File: config.mk
export PLATFORM = sky130hd
export DESIGN_NAME = memory_game_top
export DESIGN_NICKNAME = d
export VERILOG_FILES = /design/src/memory_game_pkg.sv /design/src/button_conditioner.sv /design/src/card_board.sv /design/src/game_fsm.sv /design/src/key_tracker.sv /design/src/memory_game_top.sv
export VERILOG_INCLUDE_DIRS = /design/src
export SDC_FILE = /design/constraint.sdc
export NUM_CORES = 1
export LEC_CHECK = 0
export ABC_CLOCK_PERIOD_IN_PS = 6100
export BUFFER_PORTS_ARGS = -buffer_cell sky130_fd_sc_hd__buf_2
export CAP_MARGIN = 30
export CORE_UTILIZATION = 40
export CTS_CLUSTER_DIAMETER = 120
export DETAILED_ROUTE_END_ITERATION = 10
export GPL_TIMING_DRIVEN = 0
export PLACE_DENSITY = 0.64
export SYNTH_ARGS = -nofsm -noshare
export SYNTH_HDL_FRONTEND = slang
export SYNTH_SLANG_ARGS = --single-unit
File: constraint.sdc
create_clock -name clk -period 6.1 [get_ports clk]
set_clock_uncertainty 0.15 [all_clocks]
set_input_delay 1.22 -clock clk [delete_from_list [all_inputs] [get_ports clk]]
set_output_delay 1.22 -clock clk [all_outputs]
set_load 0.05 [all_outputs]
File: src/memory_game_cfg.svh
`ifndef MEMORY_GAME_CFG_SVH
`define MEMORY_GAME_CFG_SVH

// Board geometry
`define MG_NUM_CARDS      16
`define MG_NUM_PAIRS      8

`define MG_SCAN_W         9
`define MG_DEBOUNCE_LEN   7

`define MG_SCAN_ENTER     9'h05A
`define MG_SCAN_LSHIFT    9'h012

// Cards 0, 1, 13 and 14 are dealt upside down
`define MG_FLIP_PRESET    16'h6003

// Key rows 1234 / QWER / ASDF / ZXCV
`define MG_SCAN_CARD0     9'h016
`define MG_SCAN_CARD1     9'h01E
`define MG_SCAN_CARD2     9'h026
`define MG_SCAN_CARD3     9'h025
`define MG_SCAN_CARD4     9'h015
`define MG_SCAN_CARD5     9'h01D
`define MG_SCAN_CARD6     9'h024
`define MG_SCAN_CARD7     9'h02D
`define MG_SCAN_CARD8     9'h01C
`define MG_SCAN_CARD9     9'h01B
`define MG_SCAN_CARD10    9'h023
`define MG_SCAN_CARD11    9'h02B
`define MG_SCAN_CARD12    9'h01A
`define MG_SCAN_CARD13    9'h022
`define MG_SCAN_CARD14    9'h021
`define MG_SCAN_CARD15    9'h02A

`endif

File: src/memory_game_pkg.sv
`include "memory_game_cfg.svh"

package memory_game_pkg;

    // Card number on the 4x4 board
    typedef logic [$clog2(`MG_NUM_CARDS)-1:0] card_idx_t;

    // One bit per card
    typedef logic [`MG_NUM_CARDS-1:0] card_mask_t;

    typedef logic [`MG_SCAN_W-1:0] scan_code_t;

    // Matched pairs from zero up to the full count
    typedef logic [$clog2(`MG_NUM_PAIRS+1)-1:0] pair_count_t;

    typedef enum logic [1:0] {
        INIT   = 2'd0,
        SHOW   = 2'd1,
        GAME   = 2'd2,
        FINISH = 2'd3
    } game_state_e;

    typedef enum logic [2:0] {
        CMD_NONE   = 3'd0,
        CMD_CLEAR  = 3'd1,
        CMD_DEAL   = 3'd2,
        CMD_HIDE   = 3'd3,
        CMD_REVEAL = 3'd4
    } board_cmd_e;

endpackage

File: src/button_conditioner.sv
`timescale 1ns/1ps
`include "memory_game_cfg.svh"

module button_conditioner (
    input  logic clk,
    input  logic rst,
    input  logic btn_i,
    output logic pulse_o
);

    localparam int CNT_W = $clog2(`MG_DEBOUNCE_LEN + 1);

    logic [CNT_W-1:0] stable_cnt;
    logic             at_max;
    logic             reached;

    assign at_max = (stable_cnt == CNT_W'(`MG_DEBOUNCE_LEN));

    // This sample completes the stable window
    assign reached = btn_i && (stable_cnt == CNT_W'(`MG_DEBOUNCE_LEN - 1));

    // Saturating count of consecutive high samples
    always_ff @(posedge clk or posedge rst) begin
        if (rst) begin
            stable_cnt <= '0;
        end else if (!btn_i) begin
            stable_cnt <= '0;
        end else if (!at_max) begin
            stable_cnt <= stable_cnt + 1'b1;
        end
    end

    // Fires once per press since a held button stays at max
    always_ff @(posedge clk or posedge rst) begin
        if (rst) begin
            pulse_o <= 1'b0;
        end else begin
            pulse_o <= reached;
        end
    end

endmodule

File: src/card_board.sv
`timescale 1ns/1ps
`include "memory_game_cfg.svh"

module card_board
    import memory_game_pkg::*;
(
    input  logic       clk,
    input  logic       rst,
    input  board_cmd_e board_cmd_i,
    input  logic       play_en_i,
    input  logic       hint_i,
    input  logic       enter_i,
    input  logic       flip_i,
    input  card_idx_t  flip_card_i,
    input  logic       pair_i,
    input  card_idx_t  pair_a_i,
    input  card_idx_t  pair_b_i,
    output card_mask_t shown_o,
    output card_mask_t matched_o,
    output card_mask_t flipped_o,
    output logic       ready_o,
    output logic       pass_o,
    output logic       finish_req_o
);

    card_mask_t  shown_q;
    card_mask_t  matched_q;
    card_mask_t  flipped_q;
    pair_count_t pair_cnt;
    logic        ready_q;
    logic        pass_q;

    logic        act_en;
    logic        do_enter;
    logic        do_flip;
    logic        do_pair;
    logic        same_image;
    logic        pair_hit;
    logic        all_found;

    // Hint blocks every play action
    assign act_en = play_en_i && !hint_i;

    // Enter only matters once a turn has been played
    assign do_enter = act_en && enter_i && !ready_q;
    assign do_flip  = act_en && flip_i && ready_q && !matched_q[flip_card_i];
    assign do_pair  = act_en && pair_i && ready_q
                      && !matched_q[pair_a_i] && !matched_q[pair_b_i];

    // Card i shows image i mod 8
    assign same_image = (pair_a_i % card_idx_t'(`MG_NUM_PAIRS))
                        == (pair_b_i % card_idx_t'(`MG_NUM_PAIRS));

    // Upside-down cards never match
    assign pair_hit  = same_image && !flipped_q[pair_a_i] && !flipped_q[pair_b_i];
    assign all_found = (pair_cnt == pair_count_t'(`MG_NUM_PAIRS));

    always_ff @(posedge clk or posedge rst) begin
        if (rst) begin
            shown_q      <= '0;
            matched_q    <= '0;
            flipped_q    <= '0;
            pair_cnt     <= '0;
            ready_q      <= 1'b1;
            pass_q       <= 1'b0;
            finish_req_o <= 1'b0;
        end else begin
            finish_req_o <= 1'b0;
            case (board_cmd_i)
                CMD_CLEAR: begin
                    shown_q   <= '0;
                    matched_q <= '0;
                    flipped_q <= '0;
                    pair_cnt  <= '0;
                    ready_q   <= 1'b1;
                    pass_q    <= 1'b0;
                end
                CMD_DEAL: begin
                    shown_q   <= '1;
                    matched_q <= '0;
                    flipped_q <= `MG_FLIP_PRESET;
                    pair_cnt  <= '0;
                    ready_q   <= 1'b1;
                end
                CMD_HIDE: begin
                    shown_q <= '0;
                end
                CMD_REVEAL: begin
                    shown_q   <= '1;
                    matched_q <= '1;
                    pass_q    <= 1'b1;
                end
                default: begin
                    if (do_enter) begin
                        // Turn the cards of the last turn face down again
                        shown_q <= '0;
                        ready_q <= 1'b1;
                        if (all_found) begin
                            finish_req_o <= 1'b1;
                        end
                    end else if (do_flip) begin
                        shown_q[flip_card_i]   <= 1'b1;
                        flipped_q[flip_card_i] <= ~flipped_q[flip_card_i];
                        ready_q                <= 1'b0;
                    end else if (do_pair) begin
                        shown_q[pair_a_i] <= 1'b1;
                        shown_q[pair_b_i] <= 1'b1;
                        ready_q           <= 1'b0;
                        if (pair_hit) begin
                            matched_q[pair_a_i] <= 1'b1;
                            matched_q[pair_b_i] <= 1'b1;
                            pair_cnt            <= pair_cnt + 1'b1;
                        end
                    end
                end
            endcase
        end
    end

    assign shown_o   = shown_q;
    assign matched_o = matched_q;
    assign flipped_o = flipped_q;
    assign ready_o   = ready_q;
    assign pass_o    = pass_q;

endmodule

File: src/game_fsm.sv
`timescale 1ns/1ps

module game_fsm
    import memory_game_pkg::*;
(
    input  logic        clk,
    input  logic        rst,
    input  logic        start_pulse_i,
    input  logic        finish_req_i,
    output game_state_e state_o,
    output logic        play_en_o,
    output board_cmd_e  board_cmd_o
);

    game_state_e state_q;
    game_state_e state_d;
    board_cmd_e  cmd_d;

    always_comb begin
        state_d = state_q;
        cmd_d   = CMD_NONE;
        case (state_q)
            INIT: begin
                if (start_pulse_i) begin
                    state_d = SHOW;
                    cmd_d   = CMD_DEAL;
                end
            end
            SHOW: begin
                if (start_pulse_i) begin
                    state_d = GAME;
                    cmd_d   = CMD_HIDE;
                end
            end
            // Start button has no effect during play
            GAME: begin
                if (finish_req_i) begin
                    state_d = FINISH;
                    cmd_d   = CMD_REVEAL;
                end
            end
            FINISH: begin
                if (start_pulse_i) begin
                    state_d = INIT;
                    cmd_d   = CMD_CLEAR;
                end
            end
            default: begin
                state_d = INIT;
                cmd_d   = CMD_CLEAR;
            end
        endcase
    end

    always_ff @(posedge clk or posedge rst) begin
        if (rst) begin
            state_q     <= INIT;
            board_cmd_o <= CMD_NONE;
        end else begin
            state_q     <= state_d;
            board_cmd_o <= cmd_d;
        end
    end

    assign state_o   = state_q;
    assign play_en_o = (state_q == GAME);

endmodule

File: src/key_tracker.sv
`timescale 1ns/1ps
`include "memory_game_cfg.svh"

module key_tracker
    import memory_game_pkg::*;
(
    input  logic       clk,
    input  logic       rst,
    input  logic       key_valid_i,
    input  scan_code_t key_code_i,
    input  logic       key_make_i,
    output logic       enter_o,
    output logic       flip_o,
    output card_idx_t  flip_card_o,
    output logic       pair_o,
    output card_idx_t  pair_a_o,
    output card_idx_t  pair_b_o
);

    scan_code_t partner_code;
    logic       partner_held;
    card_idx_t  new_card;
    card_idx_t  old_card;
    logic       new_is_card;
    logic       old_is_card;
    logic       is_make;
    logic       chord;
    logic       shift_flip_old;
    logic       shift_flip_new;
    logic       two_cards;

    function automatic card_idx_t card_lookup(input scan_code_t code, output logic hit);
        hit = 1'b1;
        case (code)
            `MG_SCAN_CARD0:  card_lookup = card_idx_t'(0);
            `MG_SCAN_CARD1:  card_lookup = card_idx_t'(1);
            `MG_SCAN_CARD2:  card_lookup = card_idx_t'(2);
            `MG_SCAN_CARD3:  card_lookup = card_idx_t'(3);
            `MG_SCAN_CARD4:  card_lookup = card_idx_t'(4);
            `MG_SCAN_CARD5:  card_lookup = card_idx_t'(5);
            `MG_SCAN_CARD6:  card_lookup = card_idx_t'(6);
            `MG_SCAN_CARD7:  card_lookup = card_idx_t'(7);
            `MG_SCAN_CARD8:  card_lookup = card_idx_t'(8);
            `MG_SCAN_CARD9:  card_lookup = card_idx_t'(9);
            `MG_SCAN_CARD10: card_lookup = card_idx_t'(10);
            `MG_SCAN_CARD11: card_lookup = card_idx_t'(11);
            `MG_SCAN_CARD12: card_lookup = card_idx_t'(12);
            `MG_SCAN_CARD13: card_lookup = card_idx_t'(13);
            `MG_SCAN_CARD14: card_lookup = card_idx_t'(14);
            `MG_SCAN_CARD15: card_lookup = card_idx_t'(15);
            default: begin
                hit         = 1'b0;
                card_lookup = '0;
            end
        endcase
    endfunction

    always_comb begin
        new_card = card_lookup(key_code_i, new_is_card);
        old_card = card_lookup(partner_code, old_is_card);
    end

    assign is_make = key_valid_i && key_make_i;
    // Second key pressed while the first is still down
    assign chord   = is_make && partner_held && (key_code_i != partner_code);

    assign shift_flip_old = (key_code_i == `MG_SCAN_LSHIFT) && old_is_card;
    assign shift_flip_new = (partner_code == `MG_SCAN_LSHIFT) && new_is_card;
    assign two_cards      = old_is_card && new_is_card;

    always_ff @(posedge clk or posedge rst) begin
        if (rst) begin
            partner_code <= '0;
            partner_held <= 1'b0;
            enter_o      <= 1'b0;
            flip_o       <= 1'b0;
            pair_o       <= 1'b0;
        end else begin
            if (is_make) begin
                partner_code <= key_code_i;
                partner_held <= 1'b1;
            end else if (key_valid_i && key_code_i == partner_code) begin
                partner_held <= 1'b0;
            end
            enter_o <= is_make && (key_code_i == `MG_SCAN_ENTER);
            flip_o  <= chord && (shift_flip_old || shift_flip_new);
            pair_o  <= chord && !shift_flip_old && !shift_flip_new && two_cards;
        end
    end

    // Card numbers ride along with the strobes
    always_ff @(posedge clk) begin
        flip_card_o <= shift_flip_old ? old_card : new_card;
        pair_a_o    <= old_card;
        pair_b_o    <= new_card;
    end

endmodule

File: src/memory_game_top.sv
`timescale 1ns/1ps

module memory_game_top
    import memory_game_pkg::*;
(
    input  logic        clk,
    input  logic        rst,
    input  logic        start_i,
    input  logic        hint_i,
    input  logic        key_valid_i,
    input  scan_code_t  key_code_i,
    input  logic        key_make_i,
    output game_state_e state_o,
    output card_mask_t  shown_o,
    output card_mask_t  matched_o,
    output card_mask_t  flipped_o,
    output logic        ready_o,
    output logic        pass_o
);

    logic       start_pulse;
    logic       enter_evt;
    logic       flip_evt;
    card_idx_t  flip_card;
    logic       pair_evt;
    card_idx_t  pair_a;
    card_idx_t  pair_b;
    logic       finish_req;
    logic       play_en;
    board_cmd_e board_cmd;

    button_conditioner button_conditioner_i (
        .clk     (clk),
        .rst     (rst),
        .btn_i   (start_i),
        .pulse_o (start_pulse)
    );

    key_tracker key_tracker_i (
        .clk         (clk),
        .rst         (rst),
        .key_valid_i (key_valid_i),
        .key_code_i  (key_code_i),
        .key_make_i  (key_make_i),
        .enter_o     (enter_evt),
        .flip_o      (flip_evt),
        .flip_card_o (flip_card),
        .pair_o      (pair_evt),
        .pair_a_o    (pair_a),
        .pair_b_o    (pair_b)
    );

    game_fsm game_fsm_i (
        .clk           (clk),
        .rst           (rst),
        .start_pulse_i (start_pulse),
        .finish_req_i  (finish_req),
        .state_o       (state_o),
        .play_en_o     (play_en),
        .board_cmd_o   (board_cmd)
    );

    card_board card_board_i (
        .clk          (clk),
        .rst          (rst),
        .board_cmd_i  (board_cmd),
        .play_en_i    (play_en),
        .hint_i       (hint_i),
        .enter_i      (enter_evt),
        .flip_i       (flip_evt),
        .flip_card_i  (flip_card),
        .pair_i       (pair_evt),
        .pair_a_i     (pair_a),
        .pair_b_i     (pair_b),
        .shown_o      (shown_o),
        .matched_o    (matched_o),
        .flipped_o    (flipped_o),
        .ready_o      (ready_o),
        .pass_o       (pass_o),
        .finish_req_o (finish_req)
    );

endmodule

Word level (Yosys, flattened, before mapping)
Index checks and enable logic that the tools add are counted.
- flip-flop bits (word level): 89
- input bits: 15
- output and inout port bits: 52
- word-level logic and storage cells: 216
- add/subtract/negate cells: 2
- $lt $le $gt $ge: 6
- eq/ne operators: 58
- muxes and demuxes: 63
- bitwise gates (word level): 8
- reductions and logical operators: 60
- operators with widths (cell ; count):
    equality test 9 x 6 -> 1 bit (second input constant) ; 18
    equality test 9 x 5 -> 1 bit (second input constant) ; 16
    two-way mux 16 bit ; 9
    case mux 4 bit (15 select lines) ; 2
    case mux 16 bit (3 select lines) ; 2
    OR 16 bit ; 5
    case mux 16 bit (2 select lines) ; 1
    OR reduction 16 bit ; 2
    logical AND 1 bit ; 28
    binary-select mux 1 bit (select 4 bit) ; 6
    two-way mux 1 bit ; 20
    two-way mux 4 bit ; 5
    bitwise mux 16 bit ; 1
    less-than comparator 4 x 5 -> 1 bit (second input constant) ; 3
    != test 2 bit (second input constant) ; 7
    demux 1 bit (select 4 bit) ; 3
    greater-or-equal comparator 4 x 1 -> 1 bit (second input constant) ; 3
    two-way mux 2 bit ; 6
    case mux 3 bit (4 select lines) ; 1
    AND reduction 5 bit ; 2
    equality test 3 bit (second input constant) ; 3
    equality test 9 x 7 -> 1 bit (second input constant) ; 1
    equality test 9 bit ; 1
    zero test 1 bit ; 9
    26 further kinds ; 43

Logic depth before layout (Yosys ltp)
Gate-level depths: netlist of the first run.
- word-level depth: 11
- mapped depth: 10
- depth with buffers taken out: 8

Modules after synthesis
Synthesis of the first run repeated with hierarchy kept, for this count alone.
- cell total of the unflattened synthesis: 660
- area total of the unflattened synthesis: 6008.3 um^2
- modules (own cells, without submodules) (module ; times used ; cells an instance ; area an instance (um^2) ; seq. area each (um^2)):
    card_board ; 1 ; 459 ; 4065.1 ; 1377.6
    key_tracker ; 1 ; 162 ; 1465.2 ; 565.5
    game_fsm ; 1 ; 22 ; 274.0 ; 125.1
    button_conditioner ; 1 ; 17 ; 203.9 ; 100.1

Least setup slack after synthesis of the first run
No wires, ideal clock.
- path kind: input-to-reg
- start point: in hint_i
- end point: reg card_board_i.pair_cnt[0]
- library setup time: 0.120 ns
- arrival: 2.663 ns
- slack: 3.167 ns
- cell stages on the path: 6
- buffers on the path: 0
- path through: nand4b_1 -> a21oi_1 -> o2111ai_2 -> nor4b_4 -> mux2_1 -> and3_1
- word-level cells in the longest chain between the ends: 8
- elaborated cells between the ends (all ways): 15
- RTL lines (item ; RTL line ; text):
    from (decl) ; memory_game_top.sv:9 ; input logic hint_i,
    zero test 1 bit (*) ; card_board.sv:42 ; assign act_en = play_en_i && !hint_i;
    logical AND 1 bit (*) ; card_board.sv:42 ;
    logical AND 1 bit (2 in series) ; card_board.sv:47 ; assign do_pair = act_en && pair_i && ready_q
    logical AND 1 bit (2 in series) ; card_board.sv:48 ; && !matched_q[pair_a_i] && !matched_q[pair_b_i];
    nonzero test 2 bit (no line) ; - ;
    AND reduction 5 bit (no line) (*) ; - ;
    to (signal assigned) ; card_board.sv:112 ; pair_cnt <= pair_cnt + 1'b1;
    to (decl) ; card_board.sv:29 ; pair_count_t pair_cnt;
Mark *: on every way between the ends. The rest lies on a longest branch, timed or not.
A chain may end at the register's enable or synchronous reset.

Worst setup path after layout of the first run
- start point: reg key_tracker_i.pair_b_o[1]
- end point: reg card_board_i.pair_cnt[0]
- word-level cells in the longest chain between the ends: 6
- elaborated cells between the ends (all ways): 13
- RTL lines (item ; RTL line ; text):
    from (decl) ; key_tracker.sv:17 ; output card_idx_t pair_b_o
    from (signal assigned) ; key_tracker.sv:95 ; pair_b_o <= new_card;
    binary-select mux 1 bit (select 4 bit), on equally long branches ; card_board.sv:48, card_board.sv:55 ;
    two-way mux 1 bit, on equally long branches ; card_board.sv:48, card_board.sv:55 ;
    zero test 1 bit, on equally long branches ; card_board.sv:48, card_board.sv:55 ;
    logical AND 1 bit, on equally long branches ; card_board.sv:48, card_board.sv:55 ;
    nonzero test 2 bit (no line) ; - ;
    AND reduction 5 bit (no line) (*) ; - ;
Mark *: on every way between the ends. The rest lies on a longest branch, timed or not. The select of a mux whose other input is x is not followed.

==> qor.tcl, run 1 <==
set qor(clock_latency_ns) 0.36
set qor(core_area_um2) 15200
set qor(post_cts_resize_count) 0
set qor(clk_pin_slew_worst_paths_ns) 0.07
set qor(synthArstFlopShare_pct) 86.5
set qor(synth-xor-area-share_pct) 2.24
set qor(layout.cells.most_common) {dfrtp_1}
set qor(synth.area.top_cells) {dfrtp_1 30%, mux4_2 7.9%, a21oi_1 5.3%, dfxtp_1 3.8%, nand2_1 3.1%}
set qor(num_rows) 45
set qor(layout.cells.most_common_list) {76 x dfrtp_1, 75 x buf_2, 66 x a21oi_1}
set qor(ir_worst_vdd_mv) 0.229
set qor(antennaDiodeCount) 0
set qor(avgRoutedWirePerCell_um) 19.6
set qor(outcome) {finished, final reports clean}
set qor(post_cts_hold_buffer_count) 0
set qor(cts.htree.levels) 3
set qor(min_path_cells) 1
set qor(syn_area_um2) 6250
set qor(io-pin-count) 67
set qor(slew_viol_final) 0
set qor(main_combinational_cell_family_by_area_after_synthesis) {compound AO/OA/AOI/OAI gates}
set qor(postSynthRegisterBits) 89
set qor(power_density_nw_per_um2) 329
set qor(required_ns) 6.19
set qor(seq_area_frac_synth_pct) 34.7
set qor(worst_slack_at_placement_ns) 2.77
set qor(yosys-mux-area-fraction_pct) 12.3
set qor(finalHoldViolCount) 0
set qor(die_x_um) 127
set qor(grt_pass1_vias) 5555
set qor(die_area_um2) 16100
set qor(max-slew-margin-rel_pct) 39.3
set qor(maxcap_viol_count) 0
set qor(criticalPathCategory) {flip-flop to flip-flop}
set qor(crit_fanout) 10
set qor(synth_top_flop_cell) {dfrtp_1}
set qor(synth_largest_area_cell) {dfrtp_1}
set qor(die_y_um) 127
set qor(setup.worst_path.end_class) {flip-flop}
set qor(route.detailed.drc) 0
set qor(finish.net_count) 781
set qor(groute.usage.overall_pct) 24.2
set qor(clkSinkCount) 89
set qor(synthSimpleGateAreaFrac_pct) 17.5
set qor(yosysTopAreaCellShare_pct) 30.4
set qor(globalplace.congestion) 0.964
set qor(synth-edff-count) 0
set qor(drt_wl_total_mm) 18.6
set qor(root_buffer) {clkbuf_16}
set qor(drt_pass1_iterations) 5
set qor(largest_net_degree_at_the_start_of_global_routing) 43
set qor(final_antenna_net_count) 0
set qor(dpl.hpwl_mm) 14.3
set qor(synthesis.nets) 706
set qor(number_of_antenna_violations_at_the_first_check_in_global_routing) 0
set qor(cts_buffer_depth) 2
set qor(ys.warnings.count) 0
set qor(cts.repair_timing.setup_buffer_count) 0
set qor(setup_tns_ns) 0
set qor(clock_period_minus_final_worst_setup_slack_ns) 3.20
set qor(tritoncts) {yes}
set qor(totalPowerFinal_mw) 2.35
set qor(timing_worst_slew_pin_value_ns) 0.903
set qor(total_global_routing_overflow) 0
set qor(rr_worst_depth) 8
set qor(flip_flop_and_latch_area_um2) 2170
set qor(num-fill-cells) 1481
set qor(num_vias) 5861
set qor(final.setup.worst_slack_ns) 2.90
set qor(avgSynthCellArea_um2) 9.18
set qor(fin_crit_sh_pct) 52.4
set qor(grt_pass1_wl_mm) 30.0
set qor(power.leakage_nw) 2.90
set qor(postSynthCellCount) 681
set qor(place.port_buffers) 63
set qor(synth_compound_area_share_pct) 25.7
set qor(worstSetupStartpointType) {flip-flop}
set qor(setup_repair_after_global_routing_missed_its_margin) {false}
set qor(synth-adder-area-share_pct) 2.00
set qor(worst-endpoint-arrival_ns) 3.29
set qor(fraction_of_final_layout_cells_sized_beyond_drive_strength_1_pct) 20.2
set qor(setup_viol_count_final) 0
set qor(hold_path_class) {flip-flop to flip-flop}
set qor(netlist-cell-type-count) 73
set qor(multiInputGateArea_um2) 3730
set qor(drt-initial-drc-count) 561
set qor(max_freq_mhz) 313
set qor(drt-vias-per-instance) 6.18
set qor(cts_bufs_inserted) 9
set qor(starting_density_pct) 41.1
set qor(area_added_between_synthesis_and_finish_pct) 14.4
==> worst paths after layout <==
kind / slack [ns] / from / endpoint
setup / recovery: 2.90 / key_tracker_i.pair_b_o[1] / card_board_i.pair_cnt[0]
hold / removal: 0.35 / card_board_i.pair_cnt[2] / card_board_i.finish_req_o
setup reg to reg: 2.90 / key_tracker_i.pair_b_o[1] / card_board_i.pair_cnt[0]
hold reg to reg: 0.35 / card_board_i.pair_cnt[2] / card_board_i.finish_req_o
max in group asynchronous: 4.42 / rst / card_board_i.ready_o
min in group asynchronous: 0.74 / rst / card_board_i.matched_o[7]
==> through the flow <==
stage	instance area [um^2]	instances	util [%]	hold WS, ns
finish	7150	949	47.1	0.355
global route	7150	949	47.1	0.397
CTS	7150	949	47.1	0.354
floorplan	6250	681	-	0.295
global placement	6800	932	44.8	0.331
detailed placement	6830	933	44.9	0.331
==> power by group <==
part / leakage, nW / internal, mW / switching, mW
logic: 1.76 / 0.286 / 0.601
clock network: 0.165 / 0.351 / 0.250
registers: 0.982 / 0.707 / 0.155
total: 2.90 / 1.34 / 1.01
==> routing by layer <==
| layer | wire [um] | vias up | global-route usage, % |
|---|---|---|---|
| met3 | 1230 | 41 | 3.98 |
| met5 | 0 | - | 0 |
| li1 | - | 2704 | - |
| met2 | 8560 | 287 | 38.7 |
| met4 | 505 | 0 | 9.03 |
| met1 | 8350 | 2829 | 33.0 |
==> cells in the mapped netlist (13+ instances only) <==
cell,n
dfrtp_1,76
a22o_1,13
a21oi_1,66
nor2b_1,19
o21ai_1,27
mux4_2,22
nand2b_1,19
a22oi_1,13
o21ai_0,17
nor2_1,27
o22ai_1,16
nand2_1,52
nor3_1,16
clkbuf_1,33
mux2i_1,15
inv_1,26
nand3_1,23
==> area by class of cell <==
cell class / count / area share, %
Clock inverter: 4 / 0.367
Timing Repair Buffer: 64 / 4.69
Sequential cell: 89 / 30.3
Clock buffer: 12 / 4.20
Tap cell: 188 / 3.29
Buffer: 55 / 3.52
Inverter: 27 / 1.45
Multi-Input combinational cell: 510 / 52.2
==> sequential cells by signal, summed over array words and instances, names as in the netlist, 4 cells and up, named ones only <==
| signal | count |
|---|---|
| card_board_i.flipped_o | 12 |
| card_board_i.matched_o | 16 |
| card_board_i.pair_cnt | 4 |
| card_board_i.shown_o | 16 |
| key_tracker_i.flip_card_o | 4 |
| key_tracker_i.pair_a_o | 4 |
| key_tracker_i.pair_b_o | 4 |
| key_tracker_i.partner_code | 9 |
==> logic make-up (layout without fill, tap and decap cells) <==
group / after synthesis / in the layout
compound gates: 232 / 232
xor+xnor: 16 / 16
fa+ha+maj: 10 / 10
buf+inv: 82 / 162
flops: 89 / 89
mux: 48 / 48
simple gates: 204 / 204
==> worst max-delay path, cell delays in order, from the launching register on <==
cell and delay, ns:
dfxtp_1 0.31, buf_2 0.21, buf_1 0.43, mux4_2 0.39, a22oi_1 0.27, o2111ai_2 0.24
nor4b_4 0.56, mux2_1 0.37, and3_1 0.15
Power figures use the tool's default switching activity.
==> inputs of run 2 (changes only) <==
ABC_CLOCK_PERIOD_IN_PS = 3200   (was 6100)
clock period = 3.2 ns   (was 6.1 ns; I/O delays follow)
==> qor.tcl, run 2 (synthesis results as in run 1) <==
set qor(cts.repair_timing.setup_buffer_count) 0
set qor(finish.utilization_pct) 47.1
set qor(area_added_between_synthesis_and_finish_pct) 14.4
set qor(finalHoldViolCount) 0
set qor(setup.worst_path.end_class) {flip-flop}
set qor(die_y_um) 127
set qor(cell_internal_pwr_mw) 2.56
set qor(antennaDiodeCount) 0
set qor(power_share_of_the_clock_group_pct) 25.5
set qor(maxcap_viol_count) 0
set qor(switching_power_mw) 1.91
set qor(route.detailed.drc) 0
set qor(die_area_um2) 16100
set qor(criticalPathCategory) {flip-flop to flip-flop}
set qor(met1_usage_pct) 33.0
set qor(worst_hold_slack_ns) 0.158
set qor(max_freq_mhz) 324
set qor(io-pin-count) 67
set qor(clk_pin_slew_worst_paths_ns) 0.07
set qor(setup_repair_after_global_routing_missed_its_margin) {false}
set qor(clock_latency_ns) 0.36
set qor(worstSetupStartpointType) {flip-flop}
set qor(worst-endpoint-arrival_ns) 3.17
set qor(starting_density_pct) 41.1
set qor(die_x_um) 127
set qor(num_vias) 5846
set qor(max-slew-margin-rel_pct) 44.7
set qor(groute.usage.overall_pct) 24.2
set qor(num_rows) 45
set qor(setup_viol_count_final) 0
set qor(globalplace.congestion) 0.964
set qor(finish.net_count) 780
set qor(globalRoute.busiestLayer) {met2}
set qor(rr_worst_depth) 7
set qor(drt-initial-drc-count) 509
set qor(layout.cells.most_common_list) {76 x dfrtp_1, 75 x buf_2, 66 x a21oi_1}
set qor(cts_bufs_inserted) 9
set qor(worst-r2r-setup-slack_ns) 0.12
set qor(timing_worst_slew_pin_value_ns) 0.827
set qor(critical_path.reg2reg.endpoint) {card_board_i.pair_cnt[0]}
set qor(p_sw_share_pct) 42.7
set qor(power.sequential.fraction_pct) 36.8
set qor(combPwrFrac_pct) 37.8
set qor(core_area_um2) 15200
set qor(clkSinkCount) 89
set qor(place.port_buffers) 63
set qor(tritoncts) {yes}
set qor(required_ns) 3.29
set qor(fraction_of_final_layout_cells_sized_beyond_drive_strength_1_pct) 20.4
set qor(grt_pass1_wl_mm) 30.0
set qor(critical_path.reg2reg.startpoint) {key_tracker_i.pair_a_o[1]}
set qor(cts_buffer_depth) 2
set qor(fin_crit_sh_pct) 96.3
set qor(outcome) {finished, final reports clean}
set qor(largest_net_degree_at_the_start_of_global_routing) 43
set qor(avgRoutedWirePerCell_um) 19.6
set qor(final.setup.worst_slack_ns) 0.117
set qor(drt_wl_total_mm) 18.6
set qor(power.leakage_nw) 2.90
set qor(cts.htree.levels) 3
set qor(hold_path_class) {input port to asynchronous set/reset pin}
set qor(number_of_antenna_violations_at_the_first_check_in_global_routing) 0
set qor(dpl.hpwl_mm) 14.3
set qor(post_cts_hold_buffer_count) 0
set qor(ir_worst_vdd_mv) 0.435
set qor(final_antenna_net_count) 0
set qor(power_density_nw_per_um2) 625
set qor(crit_fanout) 10
set qor(root_buffer) {clkbuf_16}
set qor(grt_pass1_vias) 5555
set qor(worst_slack_at_placement_ns) 0.0528
set qor(drt_pass1_iterations) 6
set qor(slew_viol_final) 0
set qor(gr-usage-met3_pct) 3.98
set qor(drt-vias-per-instance) 6.17
set qor(total_global_routing_overflow) 0
set qor(layout.cells.most_common) {dfrtp_1}
set qor(clock_period_minus_final_worst_setup_slack_ns) 3.08
set qor(gr-usage-met2_pct) 38.7
==> run 2: changes by cell type in the layout (fill, tap and decap cells not counted) <==
| cell | previous run | this run |
|---|---|---|
| nor3_1 | 16 | 15 |
| buf_1 | 5 | 4 |
| nor3_2 | 1 | 2 |
==> run 2: cell type report <==
cell class / count / area [um^2]
fillers: 1481 / 8050
multi-input cells: 510 / 3740
flip-flops and latches: 89 / 2170
repair buffers: 64 / 335
clock buffers: 12 / 300
plain buffers: 54 / 248
well taps: 188 / 235
inverters: 27 / 104
clock inverters: 4 / 26.3
==> run 2: worst max path at each step <==
stage	start	end	slack (ns)	cells after the start
6_report	key_tracker_i.pair_a_o[1]	card_board_i.pair_cnt[0]	0.12	7
3_3_place_gp	rst	card_board_i.flipped_o[4]	-0.46	2
3_5_place_dp	key_tracker_i.pair_b_o[1]	card_board_i.pair_cnt[0]	0.05	8
2_1_floorplan	game_fsm_i.state_o[0]	card_board_i.pair_cnt[0]	0.38	8
5_1_grt	key_tracker_i.pair_a_o[0]	card_board_i.pair_cnt[0]	0.01	8
4_1_cts	key_tracker_i.pair_b_o[1]	card_board_i.pair_cnt[0]	0.04	8
==> run 2: metal layers <==
metal,vias to the layer above,routed length [um]
li1,2694,-
met1,2800,8070
met2,306,8600
met3,46,1390
met4,0,500
met5,-,0
==> run 2: per-stage QoR <==
step                power (mW)  TNS, ns  cell area (um^2)  std cells
floorplan                 2.89        0              6250        681
global placement          3.31   -34.36              6800        932
detailed placement        3.35        0              6830        933
CTS                       4.49        0              7150        949
global route              4.70        0              7150        948
finish                    4.47        0              7150        948
==> run 2: power by group through the flow <==
stage / registers (mW) / logic (mW) / clock network (mW)
detailed placement: 1.66 / 1.68 / 0
global placement: 1.65 / 1.66 / 0
global route: 1.69 / 1.81 / 1.20
floorplan: 2.22 / 0.674 / 0
finish: 1.64 / 1.69 / 1.14
CTS: 1.64 / 1.69 / 1.16
==> run 2: what timing repair did <==
item,in CTS,in global routing
hold endpoints to repair,0,0
resized for setup,0,1
endpoints found under the setup margin,0,17
==> run 2: critical path, stage by stage, from the launching register on <==
cell and delay [ns]:
dfxtp_1 0.53, clkbuf_1 0.49, mux4_2 0.41, a22oi_1 0.18, and4_1 0.24, nor4b_4 0.45, mux2_1 0.37, and3_1 0.15
==> inputs of run 3 (changes only) <==
REMOVE_ABC_BUFFERS = 1   (was unset)
==> qor.tcl, run 3 (synthesis results as in run 1) <==
set qor(required_ns) 3.31
set qor(power.leakage_nw) 2.81
set qor(finish.net_count) 735
set qor(starting_density_pct) 41.1
set qor(largest_net_degree_at_the_start_of_global_routing) 50
set qor(place_inst) 885
set qor(timing_worst_slew_pin_value_ns) 0.908
set qor(die_y_um) 127
set qor(core_area_um2) 15200
set qor(number_of_antenna_violations_at_the_first_check_in_global_routing) 0
set qor(p_sw_share_pct) 43.8
set qor(critical_path.reg2reg.endpoint) {card_board_i.flipped_o[15]}
set qor(grt_pass1_vias) 5339
set qor(globalplace.congestion) 0.873
set qor(slew_viol_final) 0
set qor(combPwrFrac_pct) 37.5
set qor(worstSetupStartpointType) {flip-flop}
set qor(clock_latency_ns) 0.36
set qor(layout.cells.most_common_list) {75 x dfrtp_1, 66 x a21oi_1, 66 x buf_2}
set qor(crit_fanout) 18
set qor(cell_internal_pwr_mw) 2.47
set qor(setup_tns_ns) 0
set qor(finalHoldViolCount) 0
set qor(clkSinkCount) 89
set qor(layout.cells.most_common) {dfrtp_1}
set qor(drt-initial-drc-count) 503
set qor(drt-vias-per-instance) 6.24
set qor(place.port_buffers) 66
set qor(cts_bufs_inserted) 9
set qor(setup_viol_count_final) 0
set qor(worst-r2r-setup-slack_ns) 0.17
set qor(num_rows) 45
set qor(critical_path.reg2reg.startpoint) {key_tracker_i.flip_card_o[2]}
set qor(power.sequential.fraction_pct) 38.0
set qor(switching_power_mw) 1.93
set qor(drt_pass1_iterations) 4
set qor(cts.htree.levels) 3
set qor(clk_pin_slew_worst_paths_ns) 0.07
set qor(criticalPathCategory) {flip-flop to flip-flop}
set qor(route.detailed.drc) 0
set qor(num_vias) 5635
set qor(dpl.hpwl_mm) 12.7
set qor(area_added_between_synthesis_and_finish_pct) 11.9
set qor(cts_buffer_depth) 2
set qor(avgRoutedWirePerCell_um) 19.5
set qor(fraction_of_final_layout_cells_sized_beyond_drive_strength_1_pct) 22.0
set qor(clock_period_minus_final_worst_setup_slack_ns) 3.03
set qor(post_cts_hold_buffer_count) 0
set qor(tritoncts) {yes}
set qor(worst-endpoint-arrival_ns) 3.13
set qor(die_x_um) 127
set qor(drt_wl_total_mm) 17.6
set qor(power_density_nw_per_um2) 628
set qor(max-slew-margin-rel_pct) 39.1
set qor(final_cell_count_without_fillers) 903
set qor(setup.worst_path.end_class) {flip-flop}
set qor(rr_worst_depth) 6
set qor(num-fill-cells) 1480
set qor(io-pin-count) 67
set qor(total_global_routing_overflow) 0
set qor(ir_worst_vdd_mv) 0.352
set qor(setup_repair_after_global_routing_missed_its_margin) {false}
set qor(max_freq_mhz) 330
set qor(fin_crit_sh_pct) 94.7
set qor(hold_path_class) {input port to asynchronous set/reset pin}
set qor(groute.usage.overall_pct) 22.7
set qor(root_buffer) {clkbuf_16}
set qor(antennaDiodeCount) 0
set qor(power_share_of_the_clock_group_pct) 24.4
set qor(outcome) {finished, final reports clean}
set qor(maxcap_viol_count) 0
set qor(grt_pass1_wl_mm) 28.6
set qor(final_antenna_net_count) 0
set qor(die_area_um2) 16100
run 3: cell types whose count changed in the layout (fill, tap and decap cells not counted), moves of 2 or more:
cell       change
clkbuf_1      -33
buf_2          -9
buf_1          -4
dfxtp_1        -4
dfxtp_2        +3
clkbuf_16      -2
clkinv_4       +2
nor2b_1        -2
run 3: through the flow:
step                      utilization [%]  power (mW)  setup WS [ns]  instance area, um^2  hold WS (ns)
after floorplan                         -        2.87         -0.119                 6000         0.295
after detailed placement             43.7        3.34         -0.252                 6650         0.322
after global routing                 46.0        4.62         0.0182                 7000         0.163
after global placement               43.2        3.28          -1.02                 6570         0.323
final                                46.0        4.39          0.170                 7000         0.123
after CTS                            45.8        4.41         0.0186                 6970         0.136
run 3: worst max-delay path, cell delays in order, from the launching register on:
cell and delay, ns:
dfxtp_1 0.70, mux4_2 0.41, nor2b_2 0.22, o2111a_4 0.39, a21oi_4 0.19, or3b_4 0.59
o41ai_1 0.25
run 3: repair_timing:
item	CTS	global route
endpoints found under the setup margin	47	38
setup buffers	0	2
pin swaps	0	1
resized for setup	6	6
run 3: power by group through the flow:
stage / Sequential (mW) / Clock (mW) / Combinational [mW]
final: 1.67 / 1.07 / 1.65
after global routing: 1.71 / 1.13 / 1.77
after CTS: 1.67 / 1.09 / 1.66
after detailed placement: 1.69 / 0 / 1.65
after global placement: 1.67 / 0 / 1.61
after floorplan: 2.24 / 0 / 0.634
run 3: worst max path at each step:
stage / startpoint / endpoint / cells past startpoint
after global routing: key_tracker_i.flip_card_o[0] / card_board_i.flipped_o[15] / 6
after CTS: key_tracker_i.pair_a_o[0] / card_board_i.pair_cnt[0] / 6
after global placement: game_fsm_i.board_cmd_o[1] / card_board_i.flipped_o[3] / 5
after detailed placement: key_tracker_i.flip_card_o[1] / card_board_i.shown_o[7] / 6
after floorplan: game_fsm_i.board_cmd_o[1] / card_board_i.flipped_o[3] / 5
final: key_tracker_i.flip_card_o[2] / card_board_i.flipped_o[15] / 6
run 3: routing by layer:
| metal | GRT usage (%) | part of all wire [%] |
|---|---|---|
| met5 | 0 | 0 |
| met3 | 3.73 | 6.5 |
| met1 | 30.7 | 44 |
| met4 | 10.4 | 2.8 |
| met2 | 35.8 | 47 |
run 3: area by class of cell:
cell class              instances  area, um^2  share of cell area, %
repair buffers                 73         414                   5.92
clock inverters                 6        47.5                  0.679
inverters                      27         108                   1.54
multi-input cells             510        3770                   53.8
flip-flops and latches         89        2180                   31.1
clock buffers                  10         250                   3.58
well taps                     188         235                   3.36
